## src/design/game_defs.svh

```systemverilog
`ifndef GAME_DEFS_SVH
`define GAME_DEFS_SVH

// Table sizes
`define ENEMY_SLOTS   8
`define BULLET_SLOTS  32

// Radial distances
`define SPAWN_DIST    240            // Enemies appear at the rim
`define BULLET_LIMIT  240            // Bullets at or past this are dropped

// Spawn, fire and enemy move followed by one cycle per bullet
`define SWEEP_CYCLES  35

// Non-zero start value of the spawn LFSR
`define LFSR_SEED     16'hACE1

`endif

```

## src/design/game_pkg.sv

```systemverilog
`default_nettype none

package game_pkg;

	typedef logic [3:0]  angle_t;    // 22.5 degree steps
	typedef logic [7:0]  dist_t;     // Distance from the turret
	typedef logic [16:0] score_t;

	typedef logic [4:0][3:0] bcd_digits_t; // Digit 0 is the least significant

	typedef enum logic [1:0] {
		WPN_SPREAD = 2'd0,
		WPN_TRIPLE = 2'd1,
		WPN_HEAVY  = 2'd2
	} weapon_t;

	typedef enum logic [2:0] {
		KIND_0 = 3'd0,
		KIND_1 = 3'd1,
		KIND_2 = 3'd2,
		KIND_3 = 3'd3,
		KIND_4 = 3'd4
	} enemy_kind_t;

	function automatic logic [3:0] enemy_health(enemy_kind_t kind);
		case (kind)
			KIND_0:  return 4'd6;
			KIND_1:  return 4'd3;
			KIND_2:  return 4'd2;
			KIND_3:  return 4'd9;
			default: return 4'd15;
		endcase
	endfunction

	function automatic dist_t enemy_speed(enemy_kind_t kind);
		case (kind)
			KIND_0:  return 8'd3;
			KIND_1:  return 8'd4;
			KIND_2:  return 8'd5;
			KIND_3:  return 8'd2;
			default: return 8'd1;
		endcase
	endfunction

	// Below this distance the enemy has reached the ship and leaves
	function automatic dist_t enemy_expiry(enemy_kind_t kind);
		case (kind)
			KIND_0:  return 8'd15;
			KIND_1:  return 8'd8;
			KIND_2:  return 8'd8;
			KIND_3:  return 8'd42;
			default: return 8'd46;
		endcase
	endfunction

	function automatic logic [3:0] kill_points(enemy_kind_t kind);
		case (kind)
			KIND_0:  return 4'd6;
			KIND_1:  return 4'd3;
			KIND_2:  return 4'd2;
			KIND_3:  return 4'd9;
			default: return 4'd5;
		endcase
	endfunction

	function automatic dist_t bullet_speed(weapon_t wpn);
		case (wpn)
			WPN_SPREAD: return 8'd7;
			WPN_TRIPLE: return 8'd5;
			default:    return 8'd4;
		endcase
	endfunction

	function automatic logic [3:0] bullet_damage(weapon_t wpn);
		case (wpn)
			WPN_SPREAD: return 4'd2;
			WPN_TRIPLE: return 4'd3;
			default:    return 4'd9;
		endcase
	endfunction

	function automatic logic [2:0] fan_size(weapon_t wpn);
		case (wpn)
			WPN_SPREAD: return 3'd5;
			WPN_TRIPLE: return 3'd3;
			default:    return 3'd1;
		endcase
	endfunction

endpackage

`default_nettype wire

```

## src/design/game_control.sv

```systemverilog
`timescale 1ns/100ps
`default_nettype none
`include "game_defs.svh"

module game_control import game_pkg::*; (
	input  logic   CLK,
	input  logic   RESET,
	input  logic   game_tick,                         // One-cycle step strobe
	input  logic   weapon_switch,                     // Active-low buttons
	input  logic   fire,
	input  logic   rotate_cw,
	input  logic   rotate_ccw,
	output angle_t ship_angle,
	output weapon_t weapon,
	output logic   busy,
	output logic   spawn_en,
	output logic   fire_en,
	output logic   enemy_step,
	output logic   sweep_en,
	output logic [$clog2(`BULLET_SLOTS) - 1:0] bullet_index
);

	localparam int BTN_CCW = 0;
	localparam int BTN_CW  = 1;
	localparam int BTN_FIRE = 2;
	localparam int BTN_WPN = 3;

	localparam int STEP_W = $clog2(`SWEEP_CYCLES);
	localparam logic [STEP_W - 1:0] STEP_SPAWN = 0;
	localparam logic [STEP_W - 1:0] STEP_FIRE  = 1;
	localparam logic [STEP_W - 1:0] STEP_ENEMY = 2;
	localparam logic [STEP_W - 1:0] STEP_SWEEP = 3;   // First bullet cycle
	localparam logic [STEP_W - 1:0] STEP_LAST  = STEP_W'(`SWEEP_CYCLES - 1);

	logic [3:0] btn_pins;
	logic [3:0] sync_a;
	logic [3:0] sync_b;
	logic [3:0] sync_prev;
	logic [3:0] btn_fall;
	logic       fire_pending;
	logic [STEP_W - 1:0] step;
	logic [STEP_W - 1:0] sweep_pos;

	assign btn_pins = {weapon_switch, fire, rotate_cw, rotate_ccw};

	// Two-flop synchronizer plus one stage for edge detection
	always_ff @(posedge CLK) begin
		if (RESET) begin
			sync_a    <= '1;                             // Buttons idle high
			sync_b    <= '1;
			sync_prev <= '1;
		end else begin
			sync_a    <= btn_pins;
			sync_b    <= sync_a;
			sync_prev <= sync_b;
		end
	end

	assign btn_fall = sync_prev & ~sync_b;

	// CW counts the turret direction down
	always_ff @(posedge CLK) begin
		if (RESET)
			ship_angle <= '0;
		else
			ship_angle <= ship_angle + angle_t'(btn_fall[BTN_CCW])
				- angle_t'(btn_fall[BTN_CW]);
	end

	always_ff @(posedge CLK) begin
		if (RESET) begin
			weapon <= WPN_SPREAD;
		end else if (btn_fall[BTN_WPN]) begin
			case (weapon)
				WPN_SPREAD: weapon <= WPN_TRIPLE;
				WPN_TRIPLE: weapon <= WPN_HEAVY;
				default:    weapon <= WPN_SPREAD;
			endcase
		end
	end

	// A new press wins over the consuming tick
	always_ff @(posedge CLK) begin
		if (RESET)
			fire_pending <= 1'b0;
		else
			fire_pending <= (fire_pending & ~fire_en) | btn_fall[BTN_FIRE];
	end

	// Ticks during a running step are dropped
	always_ff @(posedge CLK) begin
		if (RESET) begin
			busy <= 1'b0;
			step <= '0;
		end else if (!busy) begin
			if (game_tick) begin
				busy <= 1'b1;
				step <= STEP_SPAWN;
			end
		end else begin
			step <= step + 1'b1;
			if (step == STEP_LAST)
				busy <= 1'b0;
		end
	end

	assign spawn_en   = busy & (step == STEP_SPAWN);
	assign fire_en    = busy & (step == STEP_FIRE) & fire_pending;
	assign enemy_step = busy & (step == STEP_ENEMY);
	assign sweep_en   = busy & (step >= STEP_SWEEP);

	assign sweep_pos    = step - STEP_SWEEP;
	assign bullet_index = sweep_pos[$clog2(`BULLET_SLOTS) - 1:0];

endmodule

`default_nettype wire

```

## src/design/enemy_table.sv

```systemverilog
`timescale 1ns/100ps
`default_nettype none
`include "game_defs.svh"

module enemy_table import game_pkg::*; (
	input  logic        CLK,
	input  logic        RESET,
	input  logic        game_tick,
	input  logic        spawn_en,
	input  logic        enemy_step,
	input  logic        probe_valid,                // Bullet under test this cycle
	input  angle_t      probe_angle,
	input  dist_t       probe_dist,
	input  logic [3:0]  hit_damage,
	output logic        hit,
	output logic        kill,
	output enemy_kind_t kill_kind,
	output logic [$clog2(`ENEMY_SLOTS + 1) - 1:0] enemy_count
);

	localparam int IW = $clog2(`ENEMY_SLOTS);

	logic [15:0]       lfsr;
	logic [3:0]        kind_mod;
	enemy_kind_t       spawn_kind;
	logic [`ENEMY_SLOTS - 1:0] active;
	enemy_kind_t       slot_kind   [`ENEMY_SLOTS];
	angle_t            slot_angle  [`ENEMY_SLOTS];
	dist_t             slot_dist   [`ENEMY_SLOTS];
	logic [3:0]        slot_health [`ENEMY_SLOTS];
	logic              free_found;
	logic [IW - 1:0]   free_idx;
	logic              hit_found;
	logic [IW - 1:0]   hit_idx;

	// 16-bit Fibonacci LFSR with taps 16 14 13 11
	always_ff @(posedge CLK) begin
		if (RESET)
			lfsr <= `LFSR_SEED;
		else if (game_tick)
			lfsr <= {lfsr[14:0], lfsr[15] ^ lfsr[13] ^ lfsr[12] ^ lfsr[10]};
	end

	assign kind_mod   = lfsr[11:8] % 4'd5;
	assign spawn_kind = enemy_kind_t'(kind_mod[2:0]);

	// Lowest free slot
	always_comb begin
		free_found = 1'b0;
		free_idx   = '0;
		for (int i = `ENEMY_SLOTS - 1; i >= 0; i--) begin
			if (!active[i]) begin
				free_found = 1'b1;
				free_idx   = IW'(i);
			end
		end
	end

	// Lowest active enemy on the probe's line and within its reach
	always_comb begin
		hit_found = 1'b0;
		hit_idx   = '0;
		for (int i = `ENEMY_SLOTS - 1; i >= 0; i--) begin
			if (active[i] && slot_angle[i] == probe_angle && slot_dist[i] <= probe_dist) begin
				hit_found = 1'b1;
				hit_idx   = IW'(i);
			end
		end
	end

	assign hit       = probe_valid & hit_found;
	assign kill      = hit & (hit_damage >= slot_health[hit_idx]);
	assign kill_kind = slot_kind[hit_idx];

	always_ff @(posedge CLK) begin
		if (RESET) begin
			active <= '0;
		end else begin
			if (spawn_en && free_found)
				active[free_idx] <= 1'b1;
			if (enemy_step) begin
				for (int i = 0; i < `ENEMY_SLOTS; i++) begin
					if (active[i] && slot_dist[i] < enemy_expiry(slot_kind[i]))
						active[i] <= 1'b0;           // Reached the ship
				end
			end
			if (kill)
				active[hit_idx] <= 1'b0;
		end
	end

	always_ff @(posedge CLK) begin
		if (spawn_en && free_found) begin
			slot_kind[free_idx]   <= spawn_kind;
			slot_angle[free_idx]  <= lfsr[3:0];
			slot_dist[free_idx]   <= dist_t'(`SPAWN_DIST);
			slot_health[free_idx] <= enemy_health(spawn_kind);
		end
		if (enemy_step) begin
			for (int i = 0; i < `ENEMY_SLOTS; i++) begin
				if (slot_dist[i] >= enemy_expiry(slot_kind[i]))
					slot_dist[i] <= slot_dist[i] - enemy_speed(slot_kind[i]);
			end
		end
		if (hit && !kill)
			slot_health[hit_idx] <= slot_health[hit_idx] - hit_damage;
	end

	always_comb begin
		enemy_count = '0;
		for (int i = 0; i < `ENEMY_SLOTS; i++)
			enemy_count = enemy_count + ($bits(enemy_count))'(active[i]);
	end

endmodule

`default_nettype wire

```

## src/design/bullet_table.sv

```systemverilog
`timescale 1ns/100ps
`default_nettype none
`include "game_defs.svh"

module bullet_table import game_pkg::*; (
	input  logic       CLK,
	input  logic       RESET,
	input  logic       fire_en,
	input  weapon_t    weapon,
	input  angle_t     ship_angle,
	input  logic       sweep_en,
	input  logic [$clog2(`BULLET_SLOTS) - 1:0] bullet_index,
	input  logic       hit,                          // From the enemy search
	output logic       probe_valid,
	output angle_t     probe_angle,
	output dist_t      probe_dist,                   // Distance after this move
	output logic [3:0] hit_damage,
	output logic [$clog2(`BULLET_SLOTS + 1) - 1:0] bullet_count
);

	logic [`BULLET_SLOTS - 1:0] active;
	angle_t     slot_angle [`BULLET_SLOTS];
	dist_t      slot_dist  [`BULLET_SLOTS];
	weapon_t    slot_wpn   [`BULLET_SLOTS];
	logic [2:0] fan_n;
	logic [`BULLET_SLOTS - 1:0] fan_take;
	logic [2:0] fan_pos    [`BULLET_SLOTS];
	logic       cur_active;
	dist_t      cur_dist;
	weapon_t    cur_wpn;

	// Smaller fans use the tail of the five-bullet offsets
	function automatic angle_t fan_offset(logic [2:0] pos);
		case (pos)
			3'd0:    return 4'd2;
			3'd1:    return 4'd14;                       // -2
			3'd2:    return 4'd1;
			3'd3:    return 4'd15;                       // -1
			default: return 4'd0;
		endcase
	endfunction

	assign fan_n = fan_size(weapon);

	// Hand the fan out over the lowest free slots until they run out
	always_comb begin
		logic [2:0] placed;
		placed   = '0;
		fan_take = '0;
		for (int i = 0; i < `BULLET_SLOTS; i++) begin
			fan_pos[i] = '0;
			if (!active[i] && placed < fan_n) begin
				fan_take[i] = 1'b1;
				fan_pos[i]  = placed + (3'd5 - fan_n);
				placed      = placed + 3'd1;
			end
		end
	end

	assign cur_active = active[bullet_index];
	assign cur_dist   = slot_dist[bullet_index];
	assign cur_wpn    = slot_wpn[bullet_index];

	assign probe_valid = sweep_en & cur_active & (cur_dist < dist_t'(`BULLET_LIMIT));
	assign probe_angle = slot_angle[bullet_index];
	assign probe_dist  = cur_dist + bullet_speed(cur_wpn);
	assign hit_damage  = bullet_damage(cur_wpn);

	always_ff @(posedge CLK) begin
		if (RESET) begin
			active <= '0;
		end else begin
			if (fire_en)
				active <= active | fan_take;
			if (sweep_en && cur_active && (!probe_valid || hit))
				active[bullet_index] <= 1'b0;    // Out of range or spent on a hit
		end
	end

	always_ff @(posedge CLK) begin
		if (fire_en) begin
			for (int i = 0; i < `BULLET_SLOTS; i++) begin
				if (fan_take[i]) begin
					slot_angle[i] <= ship_angle + fan_offset(fan_pos[i]);
					slot_dist[i]  <= '0;
					slot_wpn[i]   <= weapon;
				end
			end
		end
		if (probe_valid)
			slot_dist[bullet_index] <= probe_dist;
	end

	always_comb begin
		bullet_count = '0;
		for (int i = 0; i < `BULLET_SLOTS; i++)
			bullet_count = bullet_count + ($bits(bullet_count))'(active[i]);
	end

endmodule

`default_nettype wire

```

## src/design/score_counter.sv

```systemverilog
`timescale 1ns/100ps
`default_nettype none

module score_counter import game_pkg::*; (
	input  logic        CLK,
	input  logic        RESET,
	input  logic        kill,
	input  enemy_kind_t kill_kind,
	output score_t      score,
	output bcd_digits_t score_digits
);

	logic [3:0]  points;
	bcd_digits_t next_digits;

	assign points = kill_points(kill_kind);

	// Decimal add of a single-digit value rippling over the five digits
	always_comb begin
		logic [4:0] sum;
		logic [4:0] carry;
		carry = {1'b0, points};
		for (int d = 0; d < 5; d++) begin
			sum = {1'b0, score_digits[d]} + carry;
			if (sum > 5'd9) begin
				next_digits[d] = 4'(sum - 5'd10);
				carry          = 5'd1;
			end else begin
				next_digits[d] = sum[3:0];
				carry          = 5'd0;
			end
		end
	end

	always_ff @(posedge CLK) begin
		if (RESET) begin
			score        <= '0;
			score_digits <= '0;
		end else if (kill) begin
			score        <= score + score_t'(points);
			score_digits <= next_digits;           // Kept in step with the binary value
		end
	end

endmodule

`default_nettype wire

```

## src/design/shooter_top.sv

```systemverilog
`timescale 1ns/100ps
`default_nettype none
`include "game_defs.svh"

module shooter_top import game_pkg::*; (
	input  logic        CLK,
	input  logic        RESET,
	input  logic        game_tick,
	input  logic        weapon_switch,
	input  logic        fire,
	input  logic        rotate_cw,
	input  logic        rotate_ccw,
	output angle_t      ship_angle,
	output weapon_t     weapon,
	output logic        busy,
	output score_t      score,
	output bcd_digits_t score_digits,
	output logic [$clog2(`ENEMY_SLOTS + 1) - 1:0]  enemy_count,
	output logic [$clog2(`BULLET_SLOTS + 1) - 1:0] bullet_count
);

	logic        spawn_en;
	logic        fire_en;
	logic        enemy_step;
	logic        sweep_en;
	logic [$clog2(`BULLET_SLOTS) - 1:0] bullet_index;
	logic        probe_valid;
	angle_t      probe_angle;
	dist_t       probe_dist;
	logic [3:0]  hit_damage;
	logic        hit;
	logic        kill;
	enemy_kind_t kill_kind;

	game_control u_control (
		.CLK(CLK), .RESET(RESET), .game_tick(game_tick),
		.weapon_switch(weapon_switch), .fire(fire),
		.rotate_cw(rotate_cw), .rotate_ccw(rotate_ccw),
		.ship_angle(ship_angle), .weapon(weapon), .busy(busy),
		.spawn_en(spawn_en), .fire_en(fire_en), .enemy_step(enemy_step),
		.sweep_en(sweep_en), .bullet_index(bullet_index)
	);

	enemy_table u_enemies (
		.CLK(CLK), .RESET(RESET), .game_tick(game_tick),
		.spawn_en(spawn_en), .enemy_step(enemy_step),
		.probe_valid(probe_valid), .probe_angle(probe_angle),
		.probe_dist(probe_dist), .hit_damage(hit_damage),
		.hit(hit), .kill(kill), .kill_kind(kill_kind), .enemy_count(enemy_count)
	);

	bullet_table u_bullets (
		.CLK(CLK), .RESET(RESET), .fire_en(fire_en), .weapon(weapon),
		.ship_angle(ship_angle), .sweep_en(sweep_en), .bullet_index(bullet_index),
		.hit(hit), .probe_valid(probe_valid), .probe_angle(probe_angle),
		.probe_dist(probe_dist), .hit_damage(hit_damage), .bullet_count(bullet_count)
	);

	score_counter u_score (
		.CLK(CLK), .RESET(RESET), .kill(kill), .kill_kind(kill_kind),
		.score(score), .score_digits(score_digits)
	);

endmodule

`default_nettype wire

```

## config.mk

```make
export PLATFORM = sky130hd
export DESIGN_NAME = shooter_top
export DESIGN_NICKNAME = d
export VERILOG_FILES = /design/src/design/game_pkg.sv /design/src/design/game_control.sv /design/src/design/enemy_table.sv /design/src/design/bullet_table.sv /design/src/design/score_counter.sv /design/src/design/shooter_top.sv
export VERILOG_INCLUDE_DIRS = /design/src /design/src/design
export SDC_FILE = /design/constraint.sdc
export NUM_CORES = 2
export LEC_CHECK = 0
export BUFFER_PORTS_ARGS = -buffer_cell sky130_fd_sc_hd__buf_2
export CAP_MARGIN = 20
export CORE_MARGIN = 2
export CORE_UTILIZATION = 45
export CTS_CLUSTER_DIAMETER = 150
export DETAILED_ROUTE_END_ITERATION = 6
export PLACE_DENSITY = 0.67
export SLEW_MARGIN = 5
export SYNTH_ARGS = -nofsm -noshare
export SYNTH_HDL_FRONTEND = slang
export SYNTH_SLANG_ARGS = --single-unit
```

## constraint.sdc

```tcl
create_clock -name CLK -period 49.6 [get_ports CLK]
set_input_delay 12.4 -clock CLK [delete_from_list [all_inputs] [get_ports CLK]]
set_output_delay 12.4 -clock CLK [all_outputs]
set_load 0.05 [all_outputs]
```

Yosys cells after proc, flatten, opt, wreduce, memory -nomap -nowiden
Memories as Yosys holds them, arrays and structs flattened.
Index checks and enable logic that the tools add are counted.
{"block": "word_totals", "regBits": 119, "ram_bits": 600, "input_bits": 7, "out_inout_bits": 54, "word_cells": 1019, "memories": 7}
{"block": "op_classes", "addsub": 157, "n_div": 1, "n_lt_le_gt_ge": 70, "n_eq_ne": 139, "n_mux": 450, "bitwise_logic": 23, "n_reduce_logical": 155}
{"memory": "u_bullets.slot_dist", "words": 32, "word_bits": 8, "read_ports": 1, "rd_ports_with_merged_regs": 0, "wr": 32, "line": "bullet_table.sv:23", "text": "dist_t slot_dist [`BULLET_SLOTS];"}
{"memory": "u_bullets.slot_angle", "words": 32, "word_bits": 4, "read_ports": 1, "rd_ports_with_merged_regs": 0, "wr": 32, "line": "bullet_table.sv:22", "text": "angle_t slot_angle [`BULLET_SLOTS];"}
{"memory": "u_bullets.slot_wpn", "words": 32, "word_bits": 2, "read_ports": 1, "rd_ports_with_merged_regs": 0, "wr": 32, "line": "bullet_table.sv:24", "text": "weapon_t slot_wpn [`BULLET_SLOTS];"}
{"memory": "u_enemies.slot_dist", "words": 8, "word_bits": 8, "read_ports": 8, "rd_ports_with_merged_regs": 0, "wr": 8, "line": "enemy_table.sv:29", "text": "dist_t slot_dist [`ENEMY_SLOTS];"}
{"memory": "u_enemies.slot_angle", "words": 8, "word_bits": 4, "read_ports": 8, "rd_ports_with_merged_regs": 0, "wr": 1, "line": "enemy_table.sv:28", "text": "angle_t slot_angle [`ENEMY_SLOTS];"}
{"memory": "u_enemies.slot_health", "words": 8, "word_bits": 4, "read_ports": 1, "rd_ports_with_merged_regs": 0, "wr": 1, "line": "enemy_table.sv:30", "text": "logic [3:0] slot_health [`ENEMY_SLOTS];"}
{"memory": "1 more memories"}
{"cell": "4-bit one-hot mux with 4 select lines", "count": 34}
{"cell": "8-bit 2-to-1 mux", "count": 38}
{"cell": "4-bit 2-to-1 mux", "count": 71}
{"cell": "3-bit by 2-bit equality test with 1-bit output, second input constant", "count": 84}
{"cell": "3-bit 2-to-1 mux", "count": 80}
{"cell": "1-bit 2-to-1 mux", "count": 197}
{"cell": "6-bit by 1-bit adder with 6-bit output", "count": 30}
{"cell": "6-bit one-hot mux with 3 select lines", "count": 8}
{"cell": "4-bit adder", "count": 32}
{"cell": "3-bit by 1-bit equality test with 1-bit output, second input constant", "count": 42}
{"cell": "3-bit logical NOT", "count": 42}
{"cell": "32-bit 2-to-1 mux", "count": 3}
{"cell": "3-bit one-hot mux with 4 select lines", "count": 8}
{"cell": "3-bit adder", "count": 30}
{"cell": "3-bit less-than comparator", "count": 30}
{"cell": "3-bit by 1-bit adder with 3-bit output, second input constant", "count": 29}
{"cell": "8-bit greater-or-equal comparator", "count": 8}
{"cell": "8-bit less-or-equal comparator", "count": 8}
{"cell": "8-bit less-than comparator", "count": 8}
{"cell": "8-bit subtractor", "count": 8}
{"cell": "1-bit logical AND", "count": 63}
{"cell": "1-bit logical NOT", "count": 34}
{"cell": "32-bit AND", "count": 1}
{"cell": "4-bit equality test", "count": 8}
{"cell": "55 further kinds", "count": 99}

Depth between registers and ports, before layout
{"block": "logic_depth", "word_depth": 103, "mapped_depth": 231, "mapped_depth_nobuf": 229}

By module
From an unflattened synthesis, not the netlist that was laid out.
{"block": "hier_totals", "hier_cells": 3937, "hier_area_um2": 45533.7}
{"module": "bullet_table", "instances": 1, "cells_per_inst": 2342, "area_per_inst_um2": 29736.0, "seq_area_each_um2": 14093.5}
{"module": "enemy_table", "instances": 1, "cells_per_inst": 1148, "area_per_inst_um2": 11997.8, "seq_area_each_um2": 5044.8}
{"module": "score_counter", "instances": 1, "cells_per_inst": 323, "area_per_inst_um2": 2647.5, "seq_area_each_um2": 740.7}
{"module": "game_control", "instances": 1, "cells_per_inst": 124, "area_per_inst_um2": 1152.4, "seq_area_each_um2": 520.5}

Worst setup path after synthesis
Ideal clock, no wire load.
{"block": "synth_path", "path_kind": "reg-to-reg", "start": "register u_control.weapon[1]", "end": "memory u_bullets.slot_angle[31][3] (netlist bit), data pin", "setup_ns": 0.261, "arrival_ns": 41.616, "t_required_ns": 49.339, "slack_ns": 7.723, "stages_incl_launch_ff": 221, "n_path_buf": 2, "period_less_slack_ns": 41.877, "path_cell_list": "dfxtp_1 -> clkbuf_1 -> nand2b_1 -> ha_1 -> nand2_1 -> nand2b_1 -> inv_1 -> ha_1 -> ha_1 -> o21a_1 -> o22ai_1 -> nand2_1 -> mux2i_1 -> ha_1 -> a31oi_1 -> o21ai_0 -> a21o_1 -> ha_1 -> [... 185 more ...] -> mux2_2 -> ha_1 -> a21o_1 -> a21oi_1 -> nand2_1 -> inv_1 -> nand2_1 -> xnor2_1 -> xnor2_1 -> ha_1 -> a21oi_1 -> nand2_1 -> o21bai_1 -> ha_1 -> a21o_1 -> a21oi_1 -> xor2_1 -> xnor2_1"}
{"element": "start: declaration", "line": "game_control.sv:14", "text": "output weapon_t weapon,"}
{"element": "start signal: assignment", "line": "game_control.sv:72", "text": "weapon <= WPN_SPREAD;"}
{"element": "start signal: assignment", "line": "game_control.sv:75", "text": "WPN_SPREAD: weapon <= WPN_TRIPLE;"}
{"element": "start signal: assignment", "line": "game_control.sv:76", "text": "WPN_TRIPLE: weapon <= WPN_HEAVY;"}
{"element": "end: declaration", "line": "bullet_table.sv:22"}

==> results.tsv <==
metric	value	unit
crit_path_max_incr_delay	510	ps
gr-total-overflow	0	
vias	31828	
worst_slack	3440	ps
num-fill-cells	8680	
holdCritPathClass	flip-flop to flip-flop	
antenna_cells	0	
final_layout_size_suffix_gt1_share	12.6	%
max_freq	21.7	MHz
dieArea	102000	um2
globalplace.congestion	0.965	
rows	115	
cts_tree	done	
cts-htree-levels	3	
synth_top_family_by_area	adder cells	
layout.nets	4540	
grt_max_degree	84	
syn_avg_cell_area	11.3	um2
multi_input_area	23300	um2
finalSetupViolations	0	
crit_arrival	46540	ps
cap_violations	0	
die_h	320	um
required	49980	ps
synthXorXnorAreaFrac	6.65	%
ys.flop_type	edfxtp_1	
ys_ff_latch	719	
drc	0	
fp.dieW	320	um
min_period	46160	ps
crit_fanout	30	
synth_edf_count	600	
numPortBuffers	60	
area_growth	10.7	%
worst_pin_slew	1210	ps
synth_nets	4464	
critPathKind	flip-flop to flip-flop	
avgViaCountPerCell	5.90	
clk_latency	650	ps
cts.clk_slew.worst_paths	70	ps
design_area	49800	um2
place_area	46900	um2
period_share	93.1	%
startpoint_type	flip-flop	
cts_sinks	719	
async_flop_share	0	%
synthCells	3966	
dp_hpwl	91.4	mm
regArea	20400	um2
wirelength	128	mm
grt_pass1_wl	193	mm
grt_use_total	24.8	%
status	finished clean	
cts_hold_buf	0	
slowest_stage	or4_1	
first_global_vias	31234	
drtIter0Drc	3547	
numCtsBuffers	79	
final_common_cell	edfxtp_1	
ys_types	101	
synth_adder_area_share	14.9	%
core_area	98700	um2
yosys_warnings	0	
first_pass_iters	6	
ant_nets	0	
synth-compound-area-share	9.04	%
start_util	45.5	%
crit_top_cell	nand2_1	
synthesis.area	45000	um2
report.final.slew_viol_count	0	
cts-root-buf	clkbuf_16	
mostFrequentLayoutCells	600 x edfxtp_1, 516 x nor2_1, 417 x ha_1	
ys_seq_area_share	45.4	%
io_pins	61	
wire_per_inst	23.7	um
cts_buffer_depth	3	
synth_simple_gate_area_share	13.0	%
antenna_found_initial	2	
worstSetupEndpointType	flip-flop	
clock_skew	31.8	ps
synth_mux_area_share	7.62	%
hold_viol	0	
dp_slack	1770	ps
slew-limit-headroom	18.8	%
[synthesized netlist by cell type (all sizes together), types with 72 or more instances]
cell type | n | share of area [%]
clkbuf | 89 | 0.75
a21oi | 196 | 2.2
inv | 220 | 1.8
ha | 418 | 12
nand2 | 203 | 1.7
a21o | 72 | 1.2
o21ai | 145 | 1.6
dfxtp | 119 | 5.3
mux4 | 122 | 6.1
nor3 | 129 | 1.5
nor2 | 519 | 4.4
fa | 73 | 3.3
xor2 | 160 | 3.1
edfxtp | 600 | 40
xnor2 | 170 | 3.5
[final timing paths]
path,from,endpoint,slack (ps),depth (start not counted)
setup reg to reg,u_control.weapon[1]$_SDFFE_PP0P_,u_bullets.slot_angle[31][3]$_DFFE_PP_,3440,225
hold reg to reg,u_control.sync_a[2]$_SDFF_PP1_,u_control.sync_b[2]$_SDFF_PP1_,410,1
hold / removal,u_control.sync_a[2]$_SDFF_PP1_,u_control.sync_b[2]$_SDFF_PP1_,410,1
setup / recovery,u_control.weapon[1]$_SDFFE_PP0P_,u_bullets.slot_angle[31][3]$_DFFE_PP_,3440,225
[sequential cells by signal, indices dropped and copies added, names as in the netlist, 2 cells and up]
name / cells
u_bullets.active: 32
u_bullets.slot_angle: 128
u_bullets.slot_dist: 256
u_bullets.slot_wpn: 64
u_control.ship_angle: 4
u_control.step: 6
u_control.sync_a: 4
u_control.sync_b: 4
u_control.sync_prev: 4
u_control.weapon: 2
u_enemies.active: 8
u_enemies.lfsr: 16
u_enemies.slot_angle: 32
u_enemies.slot_dist: 64
u_enemies.slot_health: 32
u_enemies.slot_kind: 24
u_score.score: 17
u_score.score_digits: 20
[routing by layer]
layer  up-vias  GRT usage (%)  share of wire [%]
met3       268           3.74                8.0
met4         2           9.83                4.2
met5         -              0             0.0086
met2      1302           39.6                 46
li1      14511              -                  -
met1     15745           34.0                 42
[kinds of logic after synthesis]
| logic type | Yosys count |
|---|---|
| AND/OR/NAND/NOR | 1230 |
| flip-flops | 719 |
| AO/OA/AOI/OAI | 637 |
| adder cells (fa/ha/maj) | 491 |
| buffers and inverters | 374 |
| XOR/XNOR | 330 |
| multiplexers | 185 |
[worst max-delay path: cells and delay by family, from the launching register on]
kind                     cells  cell delay, ps
AO/OA/AOI/OAI               66           12590
XOR/XNOR                    33            7690
adder cells (fa/ha/maj)     33            9620
buffers and inverters       34            5360
flip-flops                   1             330
multiplexers                 2             620
AND/OR/NAND/NOR             57            9550
[final cells by class]
class                      instances  area share, %
timing repair buffer             149           2.07
sequential                       719           41.0
clock buffer                     112           4.53
inverter                         220           1.66
tap                             1287           3.24
multi-input combinational       2873           46.8
clock inverter                    32          0.729
[timing repair]
item                                   in CTS  in global routing
setup endpoints to repair                   0                 41
resized for setup                           0                 23
buffers inserted                            0                 11
endpoints found under the hold margin       0                  0
[metrics by stage]
step / std cells / TNS, ps / utilization (%) / hold WS (ps)
final: 5392 / 0 / 50.4 / 409
after global routing: 5392 / -67.5 / 50.4 / 429
after CTS: 5377 / 0 / 50.2 / 413
after detailed placement: 5233 / 0 / 47.5 / 397
after global placement: 5229 / 0 / 47.5 / 399
after floorplan: 3966 / 0 / - / 389
Power is left out: the tool's default activity adds up to more than one toggle a clock period on the data nets, which glitch-free logic cannot reach.
